<file path="config.mk">
export PLATFORM = sky130hd
export DESIGN_NAME = cu_setup
export DESIGN_NICKNAME = d
export VERILOG_FILES = /design/src/rtl/cu_setup_pkg.sv /design/src/rtl/cu_setup_config.sv /design/src/rtl/cu_setup_fsm.sv /design/src/rtl/serial_read_engine.sv /design/src/rtl/request_fifo.sv /design/src/rtl/cu_setup.sv
export VERILOG_INCLUDE_DIRS = /design/src /design/src/rtl
export SDC_FILE = /design/constraint.sdc
export NUM_CORES = 2
export LEC_CHECK = 0
export BUFFER_PORTS_ARGS = -buffer_cell sky130_fd_sc_hd__buf_2
export CORE_ASPECT_RATIO = 1.25
export CORE_UTILIZATION = 36
export CTS_CLUSTER_SIZE = 24
export DETAILED_ROUTE_END_ITERATION = 6
export GPL_ROUTABILITY_DRIVEN = 0
export SETUP_SLACK_MARGIN = 0.2
export SYNTH_ARGS = -nofsm -noshare
export SYNTH_HDL_FRONTEND = slang
export SYNTH_HIERARCHICAL = 1
export SYNTH_SLANG_ARGS = --single-unit
</file>
<file path="constraint.sdc">
create_clock -name ap_clk -period 7.5 [get_ports ap_clk]
set_input_delay 0.375 -clock ap_clk [delete_from_list [all_inputs] [get_ports ap_clk]]
set_output_delay 0.375 -clock ap_clk [all_outputs]
set_load 0.02 [all_outputs]
</file>
<file path="src/rtl/cu_setup_params.svh">
// CU setup parameters: address, line, counter and request FIFO sizing
`ifndef CU_SETUP_PARAMS_SVH
`define CU_SETUP_PARAMS_SVH

// ---------------------------------------------------------------------------
// Memory geometry
// ---------------------------------------------------------------------------
// Byte address width
`define CU_ADDR_W 64
// Cache line width in bits, one read request per line
`define CU_LINE_W 512

// Array size and index width
`define CU_COUNTER_W 32

// ---------------------------------------------------------------------------
// Request FIFO
// ---------------------------------------------------------------------------
`define CU_FIFO_DEPTH 32
// Occupancy that raises prog_full, leaves half the depth as margin
`define CU_FIFO_PROG_THRESH 16

// ---------------------------------------------------------------------------
// Serial read walk
// ---------------------------------------------------------------------------
`define CU_READ_STRIDE (`CU_COUNTER_W'(1))
`define CU_READ_START (`CU_COUNTER_W'(0))

`endif

</file>
<file path="src/rtl/cu_setup_pkg.sv">
// CU setup types: descriptor, read configuration, request, FIFO state and FSM states
`include "cu_setup_params.svh"

package cu_setup_pkg;

    // Width of the line shift amount
    localparam int CU_SHIFT_W = $clog2(`CU_ADDR_W);

    // -----------------------------------------------------------------------
    // Kernel descriptor from the host
    // -----------------------------------------------------------------------
    typedef struct packed {
        logic                     valid;
        logic [`CU_ADDR_W-1:0]    base_address;
        logic [`CU_COUNTER_W-1:0] array_size;
    } cu_descriptor_t;

    // Serial read engine configuration
    typedef struct packed {
        logic [`CU_ADDR_W-1:0]    base_address;
        logic [`CU_COUNTER_W-1:0] start_index;
        logic [`CU_COUNTER_W-1:0] end_index;
        logic [`CU_COUNTER_W-1:0] stride;
        logic [CU_SHIFT_W-1:0]    line_shift;
    } read_config_t;

    // -----------------------------------------------------------------------
    // Memory side
    // -----------------------------------------------------------------------
    // One cache-line read request
    typedef struct packed {
        logic                  valid;
        logic [`CU_ADDR_W-1:0] address;
    } mem_request_t;

    // Request FIFO occupancy flags
    typedef struct packed {
        logic empty;
        logic full;
        logic prog_full;
    } fifo_state_t;

    // -----------------------------------------------------------------------
    // Setup FSM
    // -----------------------------------------------------------------------
    typedef enum logic [2:0] {
        RESET,
        IDLE,
        REQ_START,
        REQ_BUSY,
        REQ_PAUSE,
        REQ_DONE
    } cu_setup_state_t;

endpackage

</file>
<file path="src/rtl/cu_setup_config.sv">
// CU setup config: captures the kernel descriptor and builds the read configuration
`timescale 1ns/1ps
`include "cu_setup_params.svh"

module cu_setup_config (
    input  logic                        ap_clk,
    input  logic                        areset_cu_setup,
    input  cu_setup_pkg::cu_descriptor_t descriptor,
    output logic                        descriptor_valid,
    output cu_setup_pkg::read_config_t  read_config
);

    // Byte offset bits of one cache line
    localparam int LINE_SHIFT = $clog2(`CU_LINE_W / 8);

    cu_setup_pkg::cu_descriptor_t descriptor_reg;

    // Input register, only valid is cleared
    always_ff @(posedge ap_clk) begin
        if (areset_cu_setup) begin
            descriptor_reg.valid <= 1'b0;
        end else begin
            descriptor_reg.valid <= descriptor.valid;
        end
        descriptor_reg.base_address <= descriptor.base_address;
        descriptor_reg.array_size   <= descriptor.array_size;
    end

    assign descriptor_valid = descriptor_reg.valid;

    // Configuration follows the captured payload one cycle later
    always_ff @(posedge ap_clk) begin
        read_config.base_address <= descriptor_reg.base_address;
        read_config.start_index  <= `CU_READ_START;
        read_config.end_index    <= descriptor_reg.array_size;
        read_config.stride       <= `CU_READ_STRIDE;
        read_config.line_shift   <= LINE_SHIFT[cu_setup_pkg::CU_SHIFT_W-1:0];
    end

endmodule

</file>
<file path="src/rtl/cu_setup_fsm.sv">
// CU setup FSM: runs one serial read pass per descriptor with FIFO back-pressure
`timescale 1ns/1ps

module cu_setup_fsm (
    input  logic                     ap_clk,
    input  logic                     areset_cu_setup,
    input  logic                     descriptor_valid,
    input  logic                     engine_ready,
    input  logic                     engine_done,
    input  cu_setup_pkg::fifo_state_t fifo_state,
    output logic                     engine_start,
    output logic                     engine_pause
);

    cu_setup_pkg::cu_setup_state_t current_state;
    cu_setup_pkg::cu_setup_state_t next_state;

    // Engine finished and every request has left the FIFO
    logic done_flag;

    // -----------------------------------------------------------------------
    // State register
    // -----------------------------------------------------------------------
    always_ff @(posedge ap_clk) begin
        if (areset_cu_setup) begin
            current_state <= cu_setup_pkg::RESET;
        end else begin
            current_state <= next_state;
        end
    end

    // -----------------------------------------------------------------------
    // Next state
    // -----------------------------------------------------------------------
    always_comb begin
        next_state = current_state;
        case (current_state)
            cu_setup_pkg::RESET: begin
                next_state = cu_setup_pkg::IDLE;
            end
            cu_setup_pkg::IDLE: begin
                if (descriptor_valid && engine_ready && engine_done) begin
                    next_state = cu_setup_pkg::REQ_START;
                end
            end
            cu_setup_pkg::REQ_START: begin
                // Wait for the engine to take the start
                if (!engine_ready && !engine_done) begin
                    next_state = cu_setup_pkg::REQ_BUSY;
                end
            end
            cu_setup_pkg::REQ_BUSY: begin
                if (done_flag) begin
                    next_state = cu_setup_pkg::REQ_DONE;
                end else if (fifo_state.prog_full) begin
                    next_state = cu_setup_pkg::REQ_PAUSE;
                end
            end
            cu_setup_pkg::REQ_PAUSE: begin
                if (!fifo_state.prog_full) begin
                    next_state = cu_setup_pkg::REQ_BUSY;
                end
            end
            cu_setup_pkg::REQ_DONE: begin
                // Host must drop valid before the next descriptor
                if (!descriptor_valid) begin
                    next_state = cu_setup_pkg::IDLE;
                end
            end
            default: begin
                next_state = cu_setup_pkg::RESET;
            end
        endcase
    end

    // -----------------------------------------------------------------------
    // Registered outputs, aligned with the state register
    // -----------------------------------------------------------------------
    always_ff @(posedge ap_clk) begin
        if (areset_cu_setup) begin
            engine_start <= 1'b0;
            engine_pause <= 1'b0;
            done_flag    <= 1'b0;
        end else begin
            engine_start <= (next_state == cu_setup_pkg::REQ_START);
            engine_pause <= (next_state == cu_setup_pkg::REQ_PAUSE);
            done_flag    <= (current_state == cu_setup_pkg::REQ_BUSY) &&
                            engine_done && fifo_state.empty;
        end
    end

endmodule

</file>
<file path="src/rtl/serial_read_engine.sv">
// Serial read engine: walks an index range and issues one cache-line read per index
`timescale 1ns/1ps
`include "cu_setup_params.svh"

module serial_read_engine (
    input  logic                      ap_clk,
    input  logic                      areset_cu_setup,
    input  cu_setup_pkg::read_config_t read_config,
    input  logic                      start,
    input  logic                      pause,
    output logic                      ready,
    output logic                      done,
    output cu_setup_pkg::mem_request_t request
);

    logic                     running;
    logic [`CU_COUNTER_W-1:0] index;
    logic [`CU_ADDR_W-1:0]    line_offset;
    logic                     last_reached;

    // Byte offset of the current line
    assign line_offset  = `CU_ADDR_W'(index) << read_config.line_shift;
    assign last_reached = (index >= read_config.end_index);

    // -----------------------------------------------------------------------
    // Control
    // -----------------------------------------------------------------------
    always_ff @(posedge ap_clk) begin
        if (areset_cu_setup) begin
            running       <= 1'b0;
            ready         <= 1'b1;
            done          <= 1'b1;
            request.valid <= 1'b0;
        end else begin
            request.valid <= 1'b0;
            if (!running) begin
                // Start only counts while idle
                if (start && ready) begin
                    running <= 1'b1;
                    ready   <= 1'b0;
                    done    <= 1'b0;
                end
            end else if (!pause) begin
                if (last_reached) begin
                    running <= 1'b0;
                    ready   <= 1'b1;
                    done    <= 1'b1;
                end else begin
                    request.valid <= 1'b1;
                end
            end
        end
    end

    // -----------------------------------------------------------------------
    // Index and address
    // -----------------------------------------------------------------------
    always_ff @(posedge ap_clk) begin
        if (!running) begin
            if (start && ready) begin
                index <= read_config.start_index;
            end
        end else if (!pause && !last_reached) begin
            index           <= index + read_config.stride;
            request.address <= read_config.base_address + line_offset;
        end
    end

endmodule

</file>
<file path="src/rtl/request_fifo.sv">
// Request FIFO: synchronous circular buffer of read requests with prog-full flag
`timescale 1ns/1ps
`include "cu_setup_params.svh"

module request_fifo (
    input  logic                      ap_clk,
    input  logic                      areset_cu_setup,
    input  cu_setup_pkg::mem_request_t push,
    input  logic                      pop,
    output cu_setup_pkg::mem_request_t pop_data,
    output cu_setup_pkg::fifo_state_t  state,
    output logic                      reset_busy
);

    localparam int PTR_W = $clog2(`CU_FIFO_DEPTH);

    logic [`CU_ADDR_W-1:0] mem [`CU_FIFO_DEPTH];
    logic [PTR_W-1:0]      wr_ptr;
    logic [PTR_W-1:0]      rd_ptr;
    logic [PTR_W:0]        count;
    logic                  push_take;
    logic                  pop_take;

    assign push_take = push.valid && !state.full;
    assign pop_take  = pop && !state.empty;

    // Flags straight from the occupancy count
    assign state.empty     = (count == '0);
    assign state.full      = (count == `CU_FIFO_DEPTH);
    assign state.prog_full = (count >= `CU_FIFO_PROG_THRESH);

    // -----------------------------------------------------------------------
    // Pointers and count
    // -----------------------------------------------------------------------
    always_ff @(posedge ap_clk) begin
        if (areset_cu_setup) begin
            wr_ptr <= '0;
            rd_ptr <= '0;
            count  <= '0;
        end else begin
            if (push_take) begin
                wr_ptr <= wr_ptr + 1'b1;
            end
            if (pop_take) begin
                rd_ptr <= rd_ptr + 1'b1;
            end
            case ({push_take, pop_take})
                2'b10:   count <= count + 1'b1;
                2'b01:   count <= count - 1'b1;
                default: count <= count;
            endcase
        end
    end

    // Storage
    always_ff @(posedge ap_clk) begin
        if (push_take) begin
            mem[wr_ptr] <= push.address;
        end
    end

    // -----------------------------------------------------------------------
    // Read port, data one cycle after the pop
    // -----------------------------------------------------------------------
    always_ff @(posedge ap_clk) begin
        if (areset_cu_setup) begin
            pop_data.valid <= 1'b0;
            reset_busy     <= 1'b1;
        end else begin
            pop_data.valid <= pop_take;
            reset_busy     <= 1'b0;
        end
        if (pop_take) begin
            pop_data.address <= mem[rd_ptr];
        end
    end

endmodule

</file>
<file path="src/rtl/cu_setup.sv">
// CU setup top: turns a kernel descriptor into a FIFO-buffered stream of line reads
`timescale 1ns/1ps

module cu_setup (
    input  logic                         ap_clk,
    input  logic                         areset_cu_setup,
    input  cu_setup_pkg::cu_descriptor_t descriptor,
    input  logic                         request_pop,
    output cu_setup_pkg::mem_request_t   request_out,
    output cu_setup_pkg::fifo_state_t    request_fifo_state,
    output logic                         setup_busy
);

    // Registered reset copies, one per block
    logic areset_top;
    logic areset_config;
    logic areset_fsm;
    logic areset_engine;
    logic areset_fifo;

    logic                       request_pop_reg;
    logic                       descriptor_valid;
    cu_setup_pkg::read_config_t read_config;
    logic                       engine_start;
    logic                       engine_pause;
    logic                       engine_ready;
    logic                       engine_done;
    cu_setup_pkg::mem_request_t engine_request;
    cu_setup_pkg::mem_request_t fifo_pop_data;
    cu_setup_pkg::fifo_state_t  fifo_state;
    logic                       fifo_reset_busy;

    // -----------------------------------------------------------------------
    // Reset distribution
    // -----------------------------------------------------------------------
    always_ff @(posedge ap_clk) begin
        areset_top    <= areset_cu_setup;
        areset_config <= areset_cu_setup;
        areset_fsm    <= areset_cu_setup;
        areset_engine <= areset_cu_setup;
        areset_fifo   <= areset_cu_setup;
    end

    // Pop level input register, descriptor is captured in the config block
    always_ff @(posedge ap_clk) begin
        if (areset_top) begin
            request_pop_reg <= 1'b0;
        end else begin
            request_pop_reg <= request_pop;
        end
    end

    // -----------------------------------------------------------------------
    // Output registers
    // -----------------------------------------------------------------------
    always_ff @(posedge ap_clk) begin
        if (areset_top) begin
            request_out.valid <= 1'b0;
            setup_busy        <= 1'b1;
        end else begin
            request_out.valid <= fifo_pop_data.valid;
            setup_busy        <= fifo_reset_busy;
        end
        request_out.address <= fifo_pop_data.address;
        request_fifo_state  <= fifo_state;
    end

    // -----------------------------------------------------------------------
    // Blocks
    // -----------------------------------------------------------------------
    cu_setup_config i_cu_setup_config (
        .ap_clk          (ap_clk),
        .areset_cu_setup (areset_config),
        .descriptor      (descriptor),
        .descriptor_valid(descriptor_valid),
        .read_config     (read_config)
    );

    cu_setup_fsm i_cu_setup_fsm (
        .ap_clk          (ap_clk),
        .areset_cu_setup (areset_fsm),
        .descriptor_valid(descriptor_valid),
        .engine_ready    (engine_ready),
        .engine_done     (engine_done),
        .fifo_state      (fifo_state),
        .engine_start    (engine_start),
        .engine_pause    (engine_pause)
    );

    serial_read_engine i_serial_read_engine (
        .ap_clk         (ap_clk),
        .areset_cu_setup(areset_engine),
        .read_config    (read_config),
        .start          (engine_start),
        .pause          (engine_pause),
        .ready          (engine_ready),
        .done           (engine_done),
        .request        (engine_request)
    );

    request_fifo i_request_fifo (
        .ap_clk         (ap_clk),
        .areset_cu_setup(areset_fifo),
        .push           (engine_request),
        .pop            (request_pop_reg),
        .pop_data       (fifo_pop_data),
        .state          (fifo_state),
        .reset_busy     (fifo_reset_busy)
    );

endmodule

</file>
Word-level counts from Yosys, hierarchy flattened
Memory sizes are Yosys's and may differ from the RTL's. A register that Yosys moved wholly into a read port is not among the register bits.
Index checks and enable logic that the tools add are counted.
- word-level logic and storage cells: 92
- memory bits (writable): 2048
- memories kept: 1
- flip-flop bits (word level): 387
- output and inout bits: 69
- magnitude comparators: 2
- reduce and logical (&&, ||, !) cells: 20
- bitwise logic cells: 1
- muxes and demuxes: 22
- add/sub/neg operators: 6
- equal/unequal tests: 13
- memory list (memory ; depth ; width ; rd ports ; clocked after Yosys merged registers in ; write ports ; line ; text):
    i_request_fifo.mem ; 32 ; 64 ; 1 ; 1 ; 1 ; request_fifo.sv:17 ; logic [`CU_ADDR_W-1:0] mem [`CU_FIFO_DEPTH];
- operators by type and width (kind ; count):
    32-bit two-way mux ; 3
    64-bit by 38-bit adder with 64-bit output ; 1
    32-bit by 1-bit adder with 32-bit output, second input constant ; 1
    32-bit >= comparator ; 1
    3-bit two-way mux ; 6
    3-bit one-hot mux with 6 select lines ; 1
    6-bit one-hot mux with 2 select lines ; 1
    1-bit two-way mux ; 11
    5-bit by 1-bit adder with 5-bit output, second input constant ; 2
    3-bit by 2-bit equality test with 1-bit output, second input constant ; 3
    3-bit equality test, second input constant ; 3
    1-bit logical AND ; 8
    6-bit by 1-bit adder with 6-bit output, second input constant ; 1
    6-bit equality test, second input constant ; 1
    6-bit by 5-bit >= comparator with 1-bit output, second input constant ; 1
    6-bit zero test ; 1
    2-bit inequality test, second input constant ; 3
    6-bit by 1-bit subtractor with 6-bit output, second input constant ; 1
    1-bit zero test ; 4
    2-bit AND reduction ; 2
    2-bit nonzero test ; 2
    3-bit by 1-bit equality test with 1-bit output, second input constant ; 1
    3-bit zero test ; 1
    3-bit AND reduction ; 1
    other kinds (4) ; 4

Logic depth before layout (Yosys ltp)
- depth after elaboration: 5
- depth in mapped cells: 23
- mapped depth without buffers: 19

Modules after synthesis
Netlist, hierarchy kept.
- by module, submodules not included (module ; cells an instance ; seq. area each (µm²) ; times used ; area an instance (µm²)):
    request_fifo ; 3716 ; 63781.2 ; 1 ; 80395.9
    serial_read_engine ; 1370 ; 2942.8 ; 1 ; 11974.0
    cu_setup_config ; 266 ; 3863.7 ; 1 ; 4410.5
    cu_setup ; 74 ; 1421.4 ; 1 ; 1445.1
    cu_setup_fsm ; 29 ; 120.1 ; 1 ; 280.3

Worst setup path before layout
No wires, ideal clock.
- kind: reg2reg
- start point: register i_request_fifo.wr_ptr[2]
- end point: memory i_request_fifo/mem[4][0] in the netlist's numbering (enable)
- buffers on the path: 1
- setup time: 486 ps
- stages on the path, launching flop included: 4
- path slack: 3252 ps
- arrival: 3761 ps
- cell sequence: dfxtp_1 -> clkbuf_1 -> or3b_2 -> nor2_1
- RTL lines (what ; line ; text):
    start: declaration ; request_fifo.sv:18 ; logic [PTR_W-1:0] wr_ptr;
    start signal: assignment ; request_fifo.sv:42 ; wr_ptr <= wr_ptr + 1'b1;
    end: declaration ; request_fifo.sv:17 ;
Straight into the memory's write port.

Worst setup path after layout
- start point: register i_serial_read_engine.index[5]
- end point: register i_serial_read_engine/request[58] in the netlist's numbering (data pin)
- word-level cells in the longest chain between the ends: 1
- ends and longest elaborated chain (what ; line ; text):
    start: declaration ; serial_read_engine.sv:17 ; logic [`CU_COUNTER_W-1:0] index;
    start signal: assignment ; serial_read_engine.sv:61 ; index <= read_config.start_index;
    start signal: assignment ; serial_read_engine.sv:64 ; index <= index + read_config.stride;
    64-bit by 38-bit adder with 64-bit output ; serial_read_engine.sv:65 ; request.address <= read_config.base_address + line_offset;
    end: declaration ; serial_read_engine.sv:13 ; output cu_setup_pkg::mem_request_t request
Every way passes these cells.
A chain may end at the register's enable or synchronous reset.

==> flow_summary.ini <==
[run_status]
outcome = finished, final reports clean

[yosys]
ys_seq_area_share_pct = 73.2
ys_async_sr_fraction_pct = 0
yosys_warnings = 6
syn_inst = 5455
yosys.cell_types.count = 107
yosysTopAreaCellShare_pct = 67.3
syn_avg_cell_area_um2 = 18.1
synth_largest_area_cell = edfxtp_1
synth-main-ff-cell = edfxtp_1
ys_seq_elements = 2499
synthTopCellsByArea = edfxtp_1 67%, mux4_2 7.6%, dfxtp_1 5.9%
synth_enable_flop_cells = 2208
syn-cell-area_um2 = 98500
synth_most_common_cell = edfxtp_1
synth_top_cells_by_count = 2208 x edfxtp_1, 450 x mux2i_1, 331 x mux4_2

[clocking]
clockBufferDepth = 4
clock_latency_ns = 0.91
cts-resized-gates = 0
holdBufCountCts = 99
htree_levels = 4
clk_pin_slew_ns = 0.07
clockRootBuffer = clkbuf_16
cts_made_buffers = 236
cts_setup_buffers = 0
clkSinkCount = 2499
cts_tree = done

[final_layout]
drive_gt1_share_pct = 18.5
area_growth_pct = 13.8
finalNetCount = 6026
largest_register_ffs = 2048

[sta]
worst_slack_ns = 2.79
max_freq_mhz = 212
worst_pin_slew_ns = 1.31
slew_headroom_pct = 12.5
hold_viol = 0
fin_tns_setup_ns = 0
skew_ns = 0.0854
setup_viol = 0
fin_crit_sh_pct = 62.8
slew_viol_final = 0
post-route-min-period_ns = 4.71
grt_setup_unrepaired = no

[grt]
grt_max_degree = 139
overflow = 0
grtUsageTotal_pct = 18.8
grt_pass1_wl_um = 377000
grt_antenna_before_repair = 8
grt_pass1_vias = 52900

[floorplanning]
die_w_um = 470
design.core.area_um2 = 272000
start_util_pct = 36.2
rows = 214
top_level_ports = 169
die_area_um2 = 276000
die_h_um = 587

[routing]
drt.antenna.violating_nets = 0
wl_um = 265000
viasPerCell = 5.55
drt-initial-drc-count = 5325
vias = 53000
avgRoutedWirePerCell_um = 27.8
drt_first_pass_iters = 7
drcViolationCount = 0

[critical_path]
crit_start = i_serial_read_engine/index[5]
worstPathArrival_ns = 5.28
start_kind = flop
path_max_fanout = 8
cp.required_ns = 8.07
critical_path_class = reg2reg
end_kind = flop
r2r_start = i_serial_read_engine/index[5]

[pwr]
vdd_drop_max_v = 0.000202
power_uw = 28000
p_leak_uw = 0.0356
powerDensity_nw_per_um2 = 250

[run]
drv_cap = 0

[placed_design]
dp_worst_setup_slack_ns = 3.04
dp_hpwl_um = 149000
port_buffers = 168

[hold_path]
hold_start = descriptor[53]
hold_class = in2reg
final cells by class:
type	count	area, µm²
fillers	24200	160000
flip-flops and latches	2499	72100
multi-input cells	2609	24800
clock buffers	303	6340
well taps	3564	4460
repair buffers	371	2740
clock inverters	130	1370
inverters	70	269
diodes	3	7.51
worst max-delay path, stage by stage, from the launching register on:
cell and delay (ns):
edfxtp_1 0.48, mux4_2 0.53, mux2i_1 0.27, nor2_1 0.08, a21oi_1 0.57, nor2_1 0.12
ha_1 0.47, nand2_1 0.15, or2_1 0.27, o2111a_1 0.31, o31ai_2 0.37, nand3_2 0.22
o21a_2 0.33, o21bai_2 0.15, xor2_1 0.09
kinds of logic after synthesis:
family / count (synthesis) / share of synthesized area (%)
AOI/OAI and AO/OA: 860 / 6.13
and+or+nand+nor: 628 / 3.25
xor gates and xnor gates: 90 / 0.800
adders and majority gates: 139 / 1.79
DFF: 2499 / 73.2
muxes: 822 / 12.6
other: 2 / 0.00762
buffers and inverters: 415 / 2.19
layout by cell type (no fill, tap or decap), drive strengths merged, types with 15 or more instances in the layout:
master       synthesis  routed
o221ai              23      23
nand2              133     133
o22a                48      48
nor3                74      74
nand3               36      36
bufinv               0      23
nor2b               24      24
mux2i              450     450
mux4               331     331
dfxtp              291     291
o21ai              120     120
o22ai               97      97
a31oi               16      16
buf                219     272
clkinv               1      83
xor2                35      35
a22oi              200     200
and2                30      30
nand4               75      75
nand2b              15      15
o21bai              19      19
dlygate4sd3          0      99
clkbuf             126     303
ha                 136     136
mux2                41      41
nor2               162     162
a21o                68      68
xnor2               55      55
a211oi              30      30
conb                 2      70
edfxtp            2208    2208
a21oi              151     151
inv                 69      81
power breakdown:
group	leakage, µW	internal, µW	switching [µW]
combinational	0.00960	351	532
sequential	0.0223	15000	69.8
clock	0.00376	6780	5210
final timing paths:
kind / slack, ns / cells past startpoint / endpoint
worst max-delay path: 2.79 / 14 / i_serial_read_engine/request[58]
worst min-delay path: 0.14 / 2 / i_cu_setup_config/descriptor_reg[53]
worst max register to register: 2.79 / 14 / i_serial_read_engine/request[58]
worst min register to register: 0.30 / 0 / request_out[54]
through the flow:
| stage | utilization, % | hold slack, ns | instance area (µm²) | cells |
|---|---|---|---|---|
| finish | 41.2 | 0.142 | 112000 | 9549 |
| global route | 41.2 | 0.130 | 112000 | 9547 |
| CTS | 41.2 | 0.0935 | 112000 | 9546 |
| detailed placement | 38.0 | 0.312 | 103000 | 9014 |
| global placement | 38.0 | 0.315 | 103000 | 9014 |
| floorplan | - | 0.310 | 98800 | 5523 |
metal layers:
metal / track usage (%) / vias to the layer above / routed length, µm
li1: - / 22500 / -
met5: 0 / - / 34
met1: 24.1 / 28000 / 106000
met2: 33.0 / 1984 / 135000
met3: 2.53 / 435 / 16600
met4: 5.37 / 4 / 7510
Power figures use the tool's default switching activity.
